File: src/hdl/axi_pkg.sv
package axi_pkg;

	// **************************************************
	// widths
	// **************************************************
	localparam int id_bits = 4;
	localparam int addr_bits = 32;
	localparam int data_bits = 32;
	localparam int strb_bits = 4;
	localparam int len_bits = 4;
	localparam int size_bits = 3;

	// **************************************************
	// memory map
	// **************************************************
	localparam logic [addr_bits-1:0] sram_base = 32'h0000_0000;
	localparam int sram_words = 1024; // 4 KiB window of 32-bit words
	localparam int sram_addr_bits = $clog2(sram_words);

	typedef enum logic [1:0] {
		resp_okay = 2'b00,
		resp_slverr = 2'b10,
		resp_decerr = 2'b11
	} resp_e;

	typedef enum logic [1:0] {
		burst_fixed = 2'b00,
		burst_incr = 2'b01,
		burst_wrap = 2'b10
	} burst_e;

	typedef enum logic {tgt_sram, tgt_default} target_e;

	typedef enum logic {ch_idle, ch_busy} chan_state_e;

	typedef enum logic [1:0] {st_idle, st_read, st_write, st_resp} slave_state_e;

	// **************************************************
	// channel payloads
	// **************************************************
	typedef struct packed {
		logic [id_bits-1:0] id;
		logic [addr_bits-1:0] addr;
		logic [len_bits-1:0] len; // beats minus one
		logic [size_bits-1:0] size;
		burst_e burst;
	} ar_t; // also carries the AW payload

	typedef struct packed {
		logic [data_bits-1:0] data;
		logic [strb_bits-1:0] strb;
		logic last;
	} w_t;

	typedef struct packed {
		logic [id_bits-1:0] id;
		logic [data_bits-1:0] data;
		resp_e resp;
		logic last;
	} r_t;

	typedef struct packed {
		logic [id_bits-1:0] id;
		resp_e resp;
	} b_t;

endpackage
File: src/hdl/default_slave.sv
`timescale 1ns/10ps

module default_slave
	import axi_pkg::*;
(
	input logic clk,
	input logic rst,

	input ar_t ar,
	input logic ar_valid,
	output logic ar_ready,
	output r_t r,
	output logic r_valid,
	input logic r_ready,

	input ar_t aw,
	input logic aw_valid,
	output logic aw_ready,
	input w_t w,
	input logic w_valid,
	output logic w_ready,
	output b_t b,
	output logic b_valid,
	input logic b_ready
);

	slave_state_e state;
	logic [len_bits-1:0] beats_left;
	logic [id_bits-1:0] id_q;

	// **************************************************
	// FSM
	// **************************************************
	always_ff @(posedge clk or negedge rst) begin
		if (!rst) begin
			state <= st_idle;
			beats_left <= '0;
		end else begin
			case (state)
				st_idle: begin
					if (ar_valid) begin // read wins over write
						state <= st_read;
						beats_left <= ar.len;
					end else if (aw_valid) begin
						state <= st_write;
					end
				end
				st_read: begin
					if (r_ready) begin
						if (beats_left == '0)
							state <= st_idle;
						else
							beats_left <= beats_left - 1'b1;
					end
				end
				st_write: begin
					if (w_valid && w.last)
						state <= st_resp; // data is dropped
				end
				default: begin
					if (b_ready)
						state <= st_idle;
				end
			endcase
		end
	end

	// the ID is registered on the address handshake
	always_ff @(posedge clk) begin
		if (state == st_idle) begin
			if (ar_valid)
				id_q <= ar.id;
			else if (aw_valid)
				id_q <= aw.id;
		end
	end

	assign ar_ready = (state == st_idle);
	assign aw_ready = (state == st_idle) && !ar_valid;
	assign w_ready = (state == st_write);
	assign r_valid = (state == st_read);
	assign b_valid = (state == st_resp);

	assign r = '{id: id_q, data: '0, resp: resp_decerr, last: (beats_left == '0)};
	assign b = '{id: id_q, resp: resp_decerr};

endmodule

File: config.mk
export PLATFORM = sky130hd
export DESIGN_NAME = default_slave
export DESIGN_NICKNAME = d
export VERILOG_FILES = /design/src/hdl/axi_pkg.sv /design/src/hdl/default_slave.sv
export SDC_FILE = /design/constraint.sdc
export NUM_CORES = 1
export LEC_CHECK = 0
export ABC_AREA = 1
export BUFFER_PORTS_ARGS = -buffer_cell sky130_fd_sc_hd__buf_4
export CAP_MARGIN = 20
export CELL_PAD_IN_SITES_DETAIL_PLACEMENT = 1
export CELL_PAD_IN_SITES_GLOBAL_PLACEMENT = 1
export CORE_ASPECT_RATIO = 0.5
export CORE_MARGIN = 2
export CORE_UTILIZATION = 15
export DETAILED_ROUTE_END_ITERATION = 8
export GPL_TIMING_DRIVEN = 0
export HOLD_SLACK_MARGIN = 0.08
export PLACE_DENSITY_LB_ADDON = 0.1
export SYNTH_ARGS = -nofsm -noshare
export SYNTH_HDL_FRONTEND = slang
export SYNTH_SLANG_ARGS = --single-unit
File: constraint.sdc
create_clock -name clk -period 2.01 [get_ports clk]
set_clock_uncertainty 0.2 [all_clocks]
set_input_delay 0.1005 -clock clk [delete_from_list [all_inputs] [get_ports clk]]
set_output_delay 0.1005 -clock clk [all_outputs]
set_load 0.01 [all_outputs]
[Word level (Yosys, flattened, before mapping)]
Index checks and enable logic that the tools add are counted.
Word-level totals
  bits in registers: 10
  input port bits: 134
  output and inout port bits: 50
  logic and storage cells: 37
Operators by class
  $add $sub $neg: 1
  eq/ne operators: 9
  mux-type cells: 13
  reductions and logical operators: 11
Operators by type and width (number)
  4-bit two-way mux: 5
  2-bit two-way mux: 6
  4-bit one-hot mux with 2 select lines: 1
  2-bit inequality test (second input constant): 3
  2-bit one-hot mux with 3 select lines: 1
  5-bit AND reduction: 1
  2-bit == test (second input constant): 2
  4-bit logical NOT: 1
  2-bit by 1-bit inequality test with 1-bit output (second input constant): 2
  4-bit AND reduction: 1
  2-bit nonzero test: 2
  4-bit nonzero test: 1
  4-bit by 1-bit subtractor with 4-bit output (second input constant): 1
  3-bit by 2-bit inequality test with 1-bit output (second input constant): 1
  2-bit by 1-bit == test with 1-bit output (second input constant): 1
  1-bit logical AND: 2
  2-bit logical NOT: 1
  2-bit AND reduction: 1
  1-bit logical NOT: 1

[Depth between registers and ports, before layout]
Gate-level depths: netlist (run 1).
  word-level depth: 4
  gate-level depth with buffers: 8
  gate-level depth less buffers: 8

[Least setup slack after synthesis (run 1)]
Ideal clock, no wire load.
  kind: reg2reg
  from: reg state[1]
  to: reg id_q[0], enable pin
  setup time: 0.308 ns
  data arrival time: 0.862 ns
  data required time: 1.502 ns
  setup slack: 0.641 ns
  stages on the path, launching flop included: 3
  buffers on the path: 0
  period minus slack after synthesis: 1.369 ns
  cell sequence: dfrtp_1 -> nor2_2 -> o21a_1
On the way
  word-level cells in the longest chain between the ends: 2
Ends and longest elaborated chain
  from (decl): RTL line default_slave.sv:27  | slave_state_e state;
  from (signal assigned): RTL line default_slave.sv:36  | state <= st_idle;
  from (signal assigned): RTL line default_slave.sv:42  | state <= st_read;
  from (signal assigned): RTL line default_slave.sv:45  | state <= st_write;
  2-bit logical NOT
  net ar_ready: RTL line default_slave.sv:11  | output logic ar_ready,
  2-bit AND reduction (no line)
  to (signal assigned): RTL line default_slave.sv:72  | id_q <= ar.id;
  to (signal assigned): RTL line default_slave.sv:74  | id_q <= aw.id;
  to (decl): RTL line default_slave.sv:29  | logic [id_bits-1:0] id_q;
The timed path passes the listed nets, and every way through them passes these cells.
A chain may end at the register's enable or synchronous reset.

[Worst setup path after layout (run 1)]
  from: in aw[42] in the netlist's numbering
  to: reg id_q[1], data pin
On the way
  word-level cells in the longest chain between the ends: 2
Ends and longest elaborated chain
  from (decl): RTL line default_slave.sv:16  | input ar_t aw,
  4-bit two-way mux: RTL line default_slave.sv:73  | else if (aw_valid)
  4-bit two-way mux: RTL line default_slave.sv:71  | if (ar_valid)
No other way between the ends. The select of a mux whose other input is x is not followed.

==> results of run 1 <==
==> per-stage QoR <==
stage / worst slack [ns] / total power (µW)
after floorplan: 0.641 / 990
after global placement: 0.472 / 1310
after detailed placement: 0.439 / 1310
after CTS: 0.381 / 1690
after global routing: 0.289 / 1830
final: 0.338 / 1670
==> report_power, final <==
part / switching, µW / internal [µW] / total, µW
logic: 489 / 418 / 908
clock network: 87.8 / 260 / 348
registers: 105 / 310 / 415
==> state kept, by name, indices dropped and copies added, names as in the netlist <==
name and count:
state 2, id_q 4, beats_left 4
==> critical path: stages <==
cell	delay, ns
dlygate4sd3_1	0.55
buf_4	0.14
nand2_1	0.05
nand2_1	0.05
dlygate4sd3_1	0.55
==> logic make-up (layout without fill, tap and decap cells) <==
| logic type | after synthesis | after routing |
|---|---|---|
| buffers and inverters | 54 | 106 |
| DFF | 10 | 10 |
| and+or+nand+nor | 61 | 61 |
| xor gates and xnor gates | 1 | 1 |
| other | 2 | 36 |
| AOI/OAI and AO/OA | 6 | 6 |
| adders and majority gates | 1 | 1 |
==> path summary, 6_finish.rpt <==
check / startpoint / end / cells after the start
worst min register to register: beats_left[1]$_DFFE_PN0P_ / beats_left[1]$_DFFE_PN0P_ / 2
worst min-delay path: aw_valid / id_q[2]$_DFFE_PP_ / 2
worst max register to register: beats_left[0]$_DFFE_PN0P_ / beats_left[0]$_DFFE_PN0P_ / 6
max in group asynchronous: rst / beats_left[3]$_DFFE_PN0P_ / 3
min in group asynchronous: rst / state[0]$_DFFE_PN0P_ / 3
worst max-delay path: aw[42] / id_q[1]$_DFFE_PP_ / 5
==> repair_timing <==
| item | in CTS | in global routing |
|---|---|---|
| gates resized for setup | 0 | 0 |
| hold endpoints to repair | 14 | 0 |
| hold buffers | 15 | 0 |
==> routing by layer <==
layer | global-route usage | up-vias
li1 | - | 508
met1 | 0.0845 | 430
met2 | 0.129 | 39
met3 | 0.0142 | 2
met4 | 0.0374 | 0
met5 | 0 | -
==> cell usage in the layout, fill, tap and decap left out, types with 4 or more instances in the layout <==
| cell | count |
|---|---|
| buf_4 | 73 |
| nand2_1 | 43 |
| conb_1 | 36 |
| dlygate4sd3_1 | 15 |
| inv_1 | 9 |
| nand3_1 | 7 |
| dfrtp_1 | 6 |
| inv_2 | 4 |
| nor2_1 | 4 |
| edfxtp_1 | 4 |
==> area by class of cell <==
type / instances / area (µm²) / share of cell area
sequential: 10 / 270 / 0.162
tap: 88 / 110 / 0.0662
clock buffer: 3 / 75.1 / 0.0451
multi-input combinational: 105 / 454 / 0.273
inverter: 14 / 52.6 / 0.0316
buffer: 40 / 300 / 0.180
clock inverter: 1 / 3.75 / 0.00226
timing repair buffer: 48 / 398 / 0.239
==> results.yml, run 1 <==
sta:
  finalHoldViolations: 0
  finalSetupViolCount: 0
  rsz0062_at_grt: "no"
  timing.final.crit_share: 0.832
  fmax_ghz: 0.598
  whs_ns: 0.0908
  finalMaxSlewViolations: 0
  post-route-min-period_ns: 1.67
  tns_ns: 0
yosys:
  synth_compound_area_frac: 0.0343
  synthSimpleGateAreaFrac: 0.279
  syn_inst: 135
  synth_edf_count: 4
  post-synth-top-count-cell: "nand2_1"
  synth_area_um2: 950
  ys.flop_type: "dfrtp_1"
  yosys-top-cells-count: "43 x nand2_1, 40 x buf_4, 9 x inv_1"
  yosysTopAreaCell: "buf_4"
  synth-seq-cells: 10
  synthAdderAreaFrac: 0.0132
  synth_mux_area_frac: 0
  synth_top_family_by_area: "buffers and inverters"
  synthTopCellsByArea: "buf_4 32%, nand2_1 17%, dfrtp_1 16%, edfxtp_1 13%, nand3_1 3.7%"
  synth_xor_area_frac: 0.00922
  synth.yosys.seq_area_share: 0.285
  avgSynthCellArea_um2: 7.03
  ys_warn_count: 0
  synth.distinct_cells: 21
  synth_top_area_frac: 0.316
  synthArstFlopShare: 0.600
setup_path:
  crit_required_ns: 1.79
  rrSetupSlack_ns: 0.48
  worstPathMaxFanout: 1
  critPathLaunchType: "input pin"
  crit_type: "input pin to register"
  crit_arrival_ns: 1.45
  cp-end-kind: "register"
pwr:
  powerDensity_nw_per_um2: 1000
  vdd_ir_drop_max_mv: 0.259
  leakagePower_uw: 0.000960
routing:
  drt_pass1_iterations: 5
  wl_met3_um: 176
  wl_met2_um: 1250
  met1_length_um: 1060
  routed_wl_um: 2520
  ant_nets: 0
  drcViolationCount: 0
  routedWlPerCell_um: 8.14
  via_per_inst: 3.17
  drt_iter0_markers: 28
  top_layer: "met4"
  routed-via-count: 979
placed_design:
  place_congestion: 0.718
  hpwl_um: 2050
  placed_cells: 290
  place_area_um2: 1440
  port_buffers: 33
global_routing:
  grt_pass1_vias: 901
  grt_max_degree: 8
  grt-ovfl-total: 0
  grt_use_total: 0.0724
  antenna_found_initial: 0
  grt_pass1_wl_um: 3950
clock_tree:
  cts_tree: "done"
  cts.clk_slew.worst_paths_ns: 0.04
  cts-root-buf: "clkbuf_16"
  worstSkewPairLatency_ns: 0.23
  clock_path_buffers: 2
  htreeDepth: 1
  clkSinkCount: 10
  numCtsBuffers: 3
  cts_setup_buffers: 0
die:
  die_height_um: 60.3
  die_area_um2: 7020
  io_pins: 184
  initial_core_util: 0.156
  rows: 20
  core_um2: 6080
  fp.dieW_um: 117
final_layout:
  final_area_um2: 1660
  final_core_util: 0.274
  nFillCells: 765
  stdcell_count: 309
  area_growth_pct: 75.2
  final_net_count: 357
  antenna_cells: 0
  layout-drive-gt1-share: 0.389
worst_hold_path:
  hold_class: "input pin to register"
run:
  maxCapViolCount: 0
outcome:
  status: "finished, final reports clean"
Note: power is estimated with default switching activity, not from simulation.
==> run 2: changes to the inputs <==
ABC_AREA = 0   (was 1)
CORE_UTILIZATION = 14   (was 15)
clock period = 1.7 ns   (was 2.01 ns; I/O delays follow)
==> run 2 against run 1 <==
The flow now finishes with violations (setup timing); clock power is 22% higher; setup slack worse by 0.52 ns; non-clock buffer count grew 8; worst hold slack better by 0.091 ns; die area rose by 1.4%; sequential power up 1%; cell area rose by 2.3%; wire length decreased by 0.79%; global-route usage fell by 0.18 points; synthesized cell count shrank 26%; power rose by 7.3%; largest power group unchanged; highest routed layer unchanged.
==> results.yml, run 2 <==
outcome:
  status: "finished, violations left"
  failed_checks: "setup timing"
routing:
  routed_wl_um: 2500
  drcViolationCount: 0
  met1_length_um: 982
  drt_iter0_markers: 12
  routed-via-count: 887
  ant_nets: 0
  via_per_inst: 3.19
  top_layer: "met4"
  wl_met2_um: 1250
  wl_met3_um: 244
  drt_pass1_iterations: 4
  routedWlPerCell_um: 8.98
yosys:
  synth.distinct_cells: 32
  synth_edf_count: 4
  yosys-top-cells-count: "40 x buf_4, 6 x dfrtp_1, 5 x inv_1"
  syn_inst: 100
  synth-seq-cells: 10
  yosysTopAreaCell: "buf_4"
  post-synth-top-count-cell: "buf_4"
  synthArstFlopShare: 0.600
  synth_top_area_frac: 0.334
  synthTopCellsByArea: "buf_4 33%, dfrtp_1 17%, edfxtp_1 13%, mux2_2 5.0%, mux2i_1 2.2%"
  ys.flop_type: "dfrtp_1"
  ys_warn_count: 0
  avgSynthCellArea_um2: 9.00
  synth.yosys.seq_area_share: 0.300
  synth_area_um2: 900
final_layout:
  layout-drive-gt1-share: 0.484
  final_core_util: 0.278
  final_cell_mix: "73 x buf_4, 36 x conb_1, 19 x dlygate4sd3_1"
  antenna_cells: 0
  final_common_cell: "buf_4"
  final_net_count: 326
  area_growth_pct: 89.2
  stdcell_count: 278
  final_area_um2: 1700
  top_regs: "beats_left (4), id_q (4), state (2)"
global_routing:
  antenna_found_initial: 0
  grt_use_total: 0.0706
  grt_pass1_wl_um: 3950
  grt_max_degree: 11
  grt-ovfl-total: 0
  grt_pass1_vias: 847
placed_design:
  place_congestion: 0.667
  hpwl_um: 1880
  placed_cells: 254
  place_area_um2: 1390
  port_buffers: 32
setup_path:
  worstPathMaxFanout: 2
  crit_type: "register to register"
  critPathLaunchType: "register"
  reg2reg_depth: 3
  crit_arrival_ns: 1.80
  crit_required_ns: 1.62
  cp-end-kind: "register"
clock_tree:
  cts.clk_slew.worst_paths_ns: 0.04
  cts_tree: "done"
  worstSkewPairLatency_ns: 0.23
  clock_path_buffers: 2
  clkSinkCount: 10
  htreeDepth: 1
  cts-root-buf: "clkbuf_16"
  numCtsBuffers: 3
die:
  fp.dieW_um: 117
  rows: 20
  die_height_um: 60.7
  io_pins: 184
  die_area_um2: 7120
  core_um2: 6130
  initial_core_util: 0.147
worst_hold_path:
  hold_class: "input pin to register"
  hold-path-cell-count: 3
sta:
  rsz0062_at_grt: "yes"
  post-route-min-period_ns: 1.88
  finalSetupViolCount: 4
  finalMaxSlewViolations: 0
  finalHoldViolations: 0
  timing.final.crit_share: 1.10
  tns_ns: -0.331
  fmax_ghz: 0.533
  fin_ws_ns: -0.177
run:
  maxCapViolCount: 0
pwr:
  leakagePower_uw: 0.000857
  powerDensity_nw_per_um2: 1050
  vdd_ir_drop_max_mv: 0.307
  total_power_uw: 1790
-- run 2: cell types whose count changed after synthesis, sizes merged, moves of 4 or more --
cell,change
nand3,-7
mux2,+4
inv,-8
nand2,-41
nor2,-5
clkbuf,+4
-- run 2: critical path, cell delays in order (launching register included) --
cell,delay (ns)
dfrtp_1,0.39
or4b_4,0.55
or3b_1,0.37
a32o_1,0.25
-- run 2: layer usage --
metal,up-vias,global-route usage
li1,441,-
met1,399,0.0791
met2,45,0.132
met3,2,0.0254
met4,0,0.0207
met5,-,0
-- run 2: path summary, 6_finish.rpt --
kind / to / slack [ns] / start
worst min-delay path: beats_left[3]$_DFFE_PN0P_ / 0.18 / ar_valid
worst max register to register: beats_left[3]$_DFFE_PN0P_ / -0.18 / beats_left[1]$_DFFE_PN0P_
worst max-delay path: beats_left[3]$_DFFE_PN0P_ / -0.18 / beats_left[1]$_DFFE_PN0P_
worst min register to register: beats_left[0]$_DFFE_PN0P_ / 0.38 / beats_left[0]$_DFFE_PN0P_
max in group asynchronous: beats_left[0]$_DFFE_PN0P_ / 0.44 / rst
min in group asynchronous: beats_left[2]$_DFFE_PN0P_ / 0.61 / rst
-- run 2: stage by stage --
stage               hold WS (ns)  setup WS (ns)
floorplan                 -0.411        -0.0753
global placement          -0.295         -0.154
detailed placement        -0.294         -0.172
CTS                        0.210         -0.166
global route               0.242         -0.193
finish                     0.182         -0.177
-- run 2: layout make-up --
type	instances	area (µm²)
fill	735	4430
multi-input combinational	75	463
timing repair buffer	53	449
buffer	43	312
sequential	10	270
tap	88	110
clock buffer	3	75.1
inverter	5	18.8
clock inverter	1	3.75
-- run 2: logic make-up after synthesis --
family,synth area share
AOI/OAI and AO/OA,0.113
adders and majority gates,0.0139
buffers and inverters,0.371
DFF,0.300
muxes,0.0723
other,0.00835
and+or+nand+nor,0.121
-- run 2: power breakdown --
| group | total (µW) | switching [µW] | leakage, µW | internal [µW] |
|---|---|---|---|---|
| logic | 947 | 440 | 0.000711 | 507 |
| clock network | 424 | 115 | 0.0000385 | 309 |
| registers | 421 | 73.6 | 0.000107 | 348 |
| total | 1790 | 629 | 0.000857 | 1160 |
-- run 2: what timing repair did --
action / in CTS / in global routing
endpoints found under the setup margin: 6 / 11
gates resized for setup: 1 / 10
buffers inserted: 2 / 0
hold endpoints to repair: 16 / 0
hold buffers: 19 / 0
pin swaps: 0 / 3
==> run 3: changes to the inputs <==
CORE_ASPECT_RATIO = 0.9   (was 0.5)
==> run 3 against run 2 <==
The run still ends with setup timing left; core utilization is 0.27 points lower; final cell count is 0.72% higher; clock power is 40% lower; first-iteration DRC count is 33% lower; die area is 0.54% lower; global-route usage is 0.72 points higher; critical path depth stayed put; wire length is 12% higher; power is 5.1% lower; highest routed layer unchanged.
==> results.yml, run 3 (same netlist as run 2, synthesis figures left out) <==
outcome:
  status: "finished, violations left"
  failed_checks: "setup timing"
final_layout:
  nFillCells: 761
  area_growth_pct: 88.9
  layout-drive-gt1-share: 0.503
  antenna_cells: 0
  final_common_cell: "buf_4"
  final_core_util: 0.275
  top_regs: "beats_left (4), id_q (4), state (2)"
  stdcell_count: 280
  regArea_um2: 270
  final_cell_mix: "75 x buf_4, 36 x conb_1, 19 x dlygate4sd3_1"
  multi_input_area_um2: 467
  final_net_count: 329
setup_path:
  slowest_delay_ns: 0.54
  crit_required_ns: 1.62
  cp-end-kind: "register"
  crit_type: "register to register"
  rrSetupSlack_ns: -0.18
  worstPathMaxFanout: 3
  rr_endpoint: "beats_left[3]$_DFFE_PN0P_"
  crit_buf_inv: 0
  crit_arrival_ns: 1.80
  reg2reg_depth: 3
  critPathLaunchType: "register"
  crit_family: "simple AND/OR/NAND/NOR gates"
  r2r-start: "beats_left[0]$_DFFE_PN0P_"
  cp_slowest_cell: "or4b_4"
  crit_chain: "or4b_4 > or3b_1 > a32o_1"
placed_design:
  port_buffers: 32
  hpwl_um: 2180
  place_ws_ns: -0.206
  place_congestion: 0.729
  placed_cells: 253
global_routing:
  grt_use_total: 0.0778
  grt_pass1_wl_um: 4310
  grt_max_degree: 11
  grt-ovfl-total: 0
  antenna_found_initial: 0
  grt_pass1_vias: 947
worst_hold_path:
  hold-path-cell-count: 3
  hold_class: "input pin to register"
  min_to: "beats_left[3]$_DFFE_PN0P_"
  worstHoldStart: "ar_valid"
sta:
  fin_ws_ns: -0.182
  timing.final.crit_share: 1.11
  post-route-min-period_ns: 1.88
  finalHoldViolations: 0
  finalSetupViolCount: 5
  tightest_slew_ns: 0.560
  finalMaxSlewViolations: 0
  rsz0062_at_grt: "yes"
  slew_headroom: 0.627
  fmax_ghz: 0.531
clock_tree:
  htreeDepth: 1
  cts-root-buf: "clkbuf_8"
  clock_path_buffers: 2
  clkSinkCount: 10
  worstSkewPairLatency_ns: 0.23
  cts_tree: "done"
  cts.clk_slew.worst_paths_ns: 0.05
  numCtsBuffers: 3
die:
  io_pins: 184
  rows: 27
  die_area_um2: 7080
  fp.dieW_um: 88.5
  die_height_um: 80.0
  initial_core_util: 0.146
  core_um2: 6180
routing:
  drt_pass1_iterations: 4
  drcViolationCount: 0
  routedWlPerCell_um: 10.0
  via_per_inst: 3.28
  routed_wl_um: 2800
  ant_nets: 0
  routed-via-count: 919
  drt_iter0_markers: 8
run:
  maxCapViolCount: 0
pwr:
  leakagePower_uw: 0.000864
  powerDensity_nw_per_um2: 1000
  total_power_uw: 1700
  vdd_ir_drop_max_mv: 0.280
[run 3: changes by cell type in the layout (fill, tap and decap cells not counted), sizes merged]
| cell | before | now |
|---|---|---|
| buf | 74 | 77 |
[run 3: per-layer routing]
layer  vias up  GRT usage  wire [µm]
li1        445          -          -
met1       424     0.0892       1120
met2        48      0.147       1450
met3         2    0.00827        203
met4         0     0.0273         26
met5         -          0          0
[run 3: final cells by class]
cell class / count / area share
clock inverters: 1 / 0.00221
clock buffers: 3 / 0.0243
plain buffers: 43 / 0.185
repair buffers: 56 / 0.280
well taps: 87 / 0.0641
inverters: 5 / 0.0110
flip-flops and latches: 10 / 0.159
multi-input cells: 75 / 0.275
[run 3: timing repair]
| item | 4_1_cts | 5_1_grt |
|---|---|---|
| hold buffers | 19 | 0 |
| pin swaps | 2 | 4 |
| setup buffers | 3 | 2 |
| hold endpoints to repair | 16 | 0 |
| cloned | 0 | 0 |
| setup endpoints to repair | 10 | 14 |
| resized for setup | 11 | 5 |
[run 3: power breakdown]
part / total, µW / internal (µW) / switching [µW]
clock network: 255 / 159 / 96.7
registers: 424 / 347 / 76.2
logic: 1020 / 562 / 461
total: 1700 / 1070 / 634
[run 3: worst max-delay path by stage]
stage / from / to / slack [ns] / cells after the start
2_1_floorplan: beats_left[1]$_DFFE_PN0P_ / beats_left[3]$_DFFE_PN0P_ / -0.08 / 3
3_3_place_gp: beats_left[0]$_DFFE_PN0P_ / beats_left[0]$_DFFE_PN0P_ / -0.16 / 5
3_5_place_dp: beats_left[0]$_DFFE_PN0P_ / beats_left[3]$_DFFE_PN0P_ / -0.21 / 5
4_1_cts: beats_left[0]$_DFFE_PN0P_ / beats_left[3]$_DFFE_PN0P_ / -0.17 / 3
5_1_grt: beats_left[0]$_DFFE_PN0P_ / beats_left[3]$_DFFE_PN0P_ / -0.22 / 3
6_report: beats_left[0]$_DFFE_PN0P_ / beats_left[3]$_DFFE_PN0P_ / -0.18 / 3
[run 3: worst register-to-register path, stage by stage (launching register included)]
cell and delay (ns):
dfrtp_1 0.41, or4b_4 0.54, or3b_1 0.37, a32o_1 0.25
[run 3: through the flow]
stage	area, µm²	setup TNS (ns)	hold slack [ns]
detailed placement	1390	-0.709	-0.294
CTS	1680	-0.529	0.242
finish	1700	-0.388	0.230
global route	1700	-0.765	0.280
global placement	1390	-0.454	-0.297
floorplan	1040	-0.113	-0.411
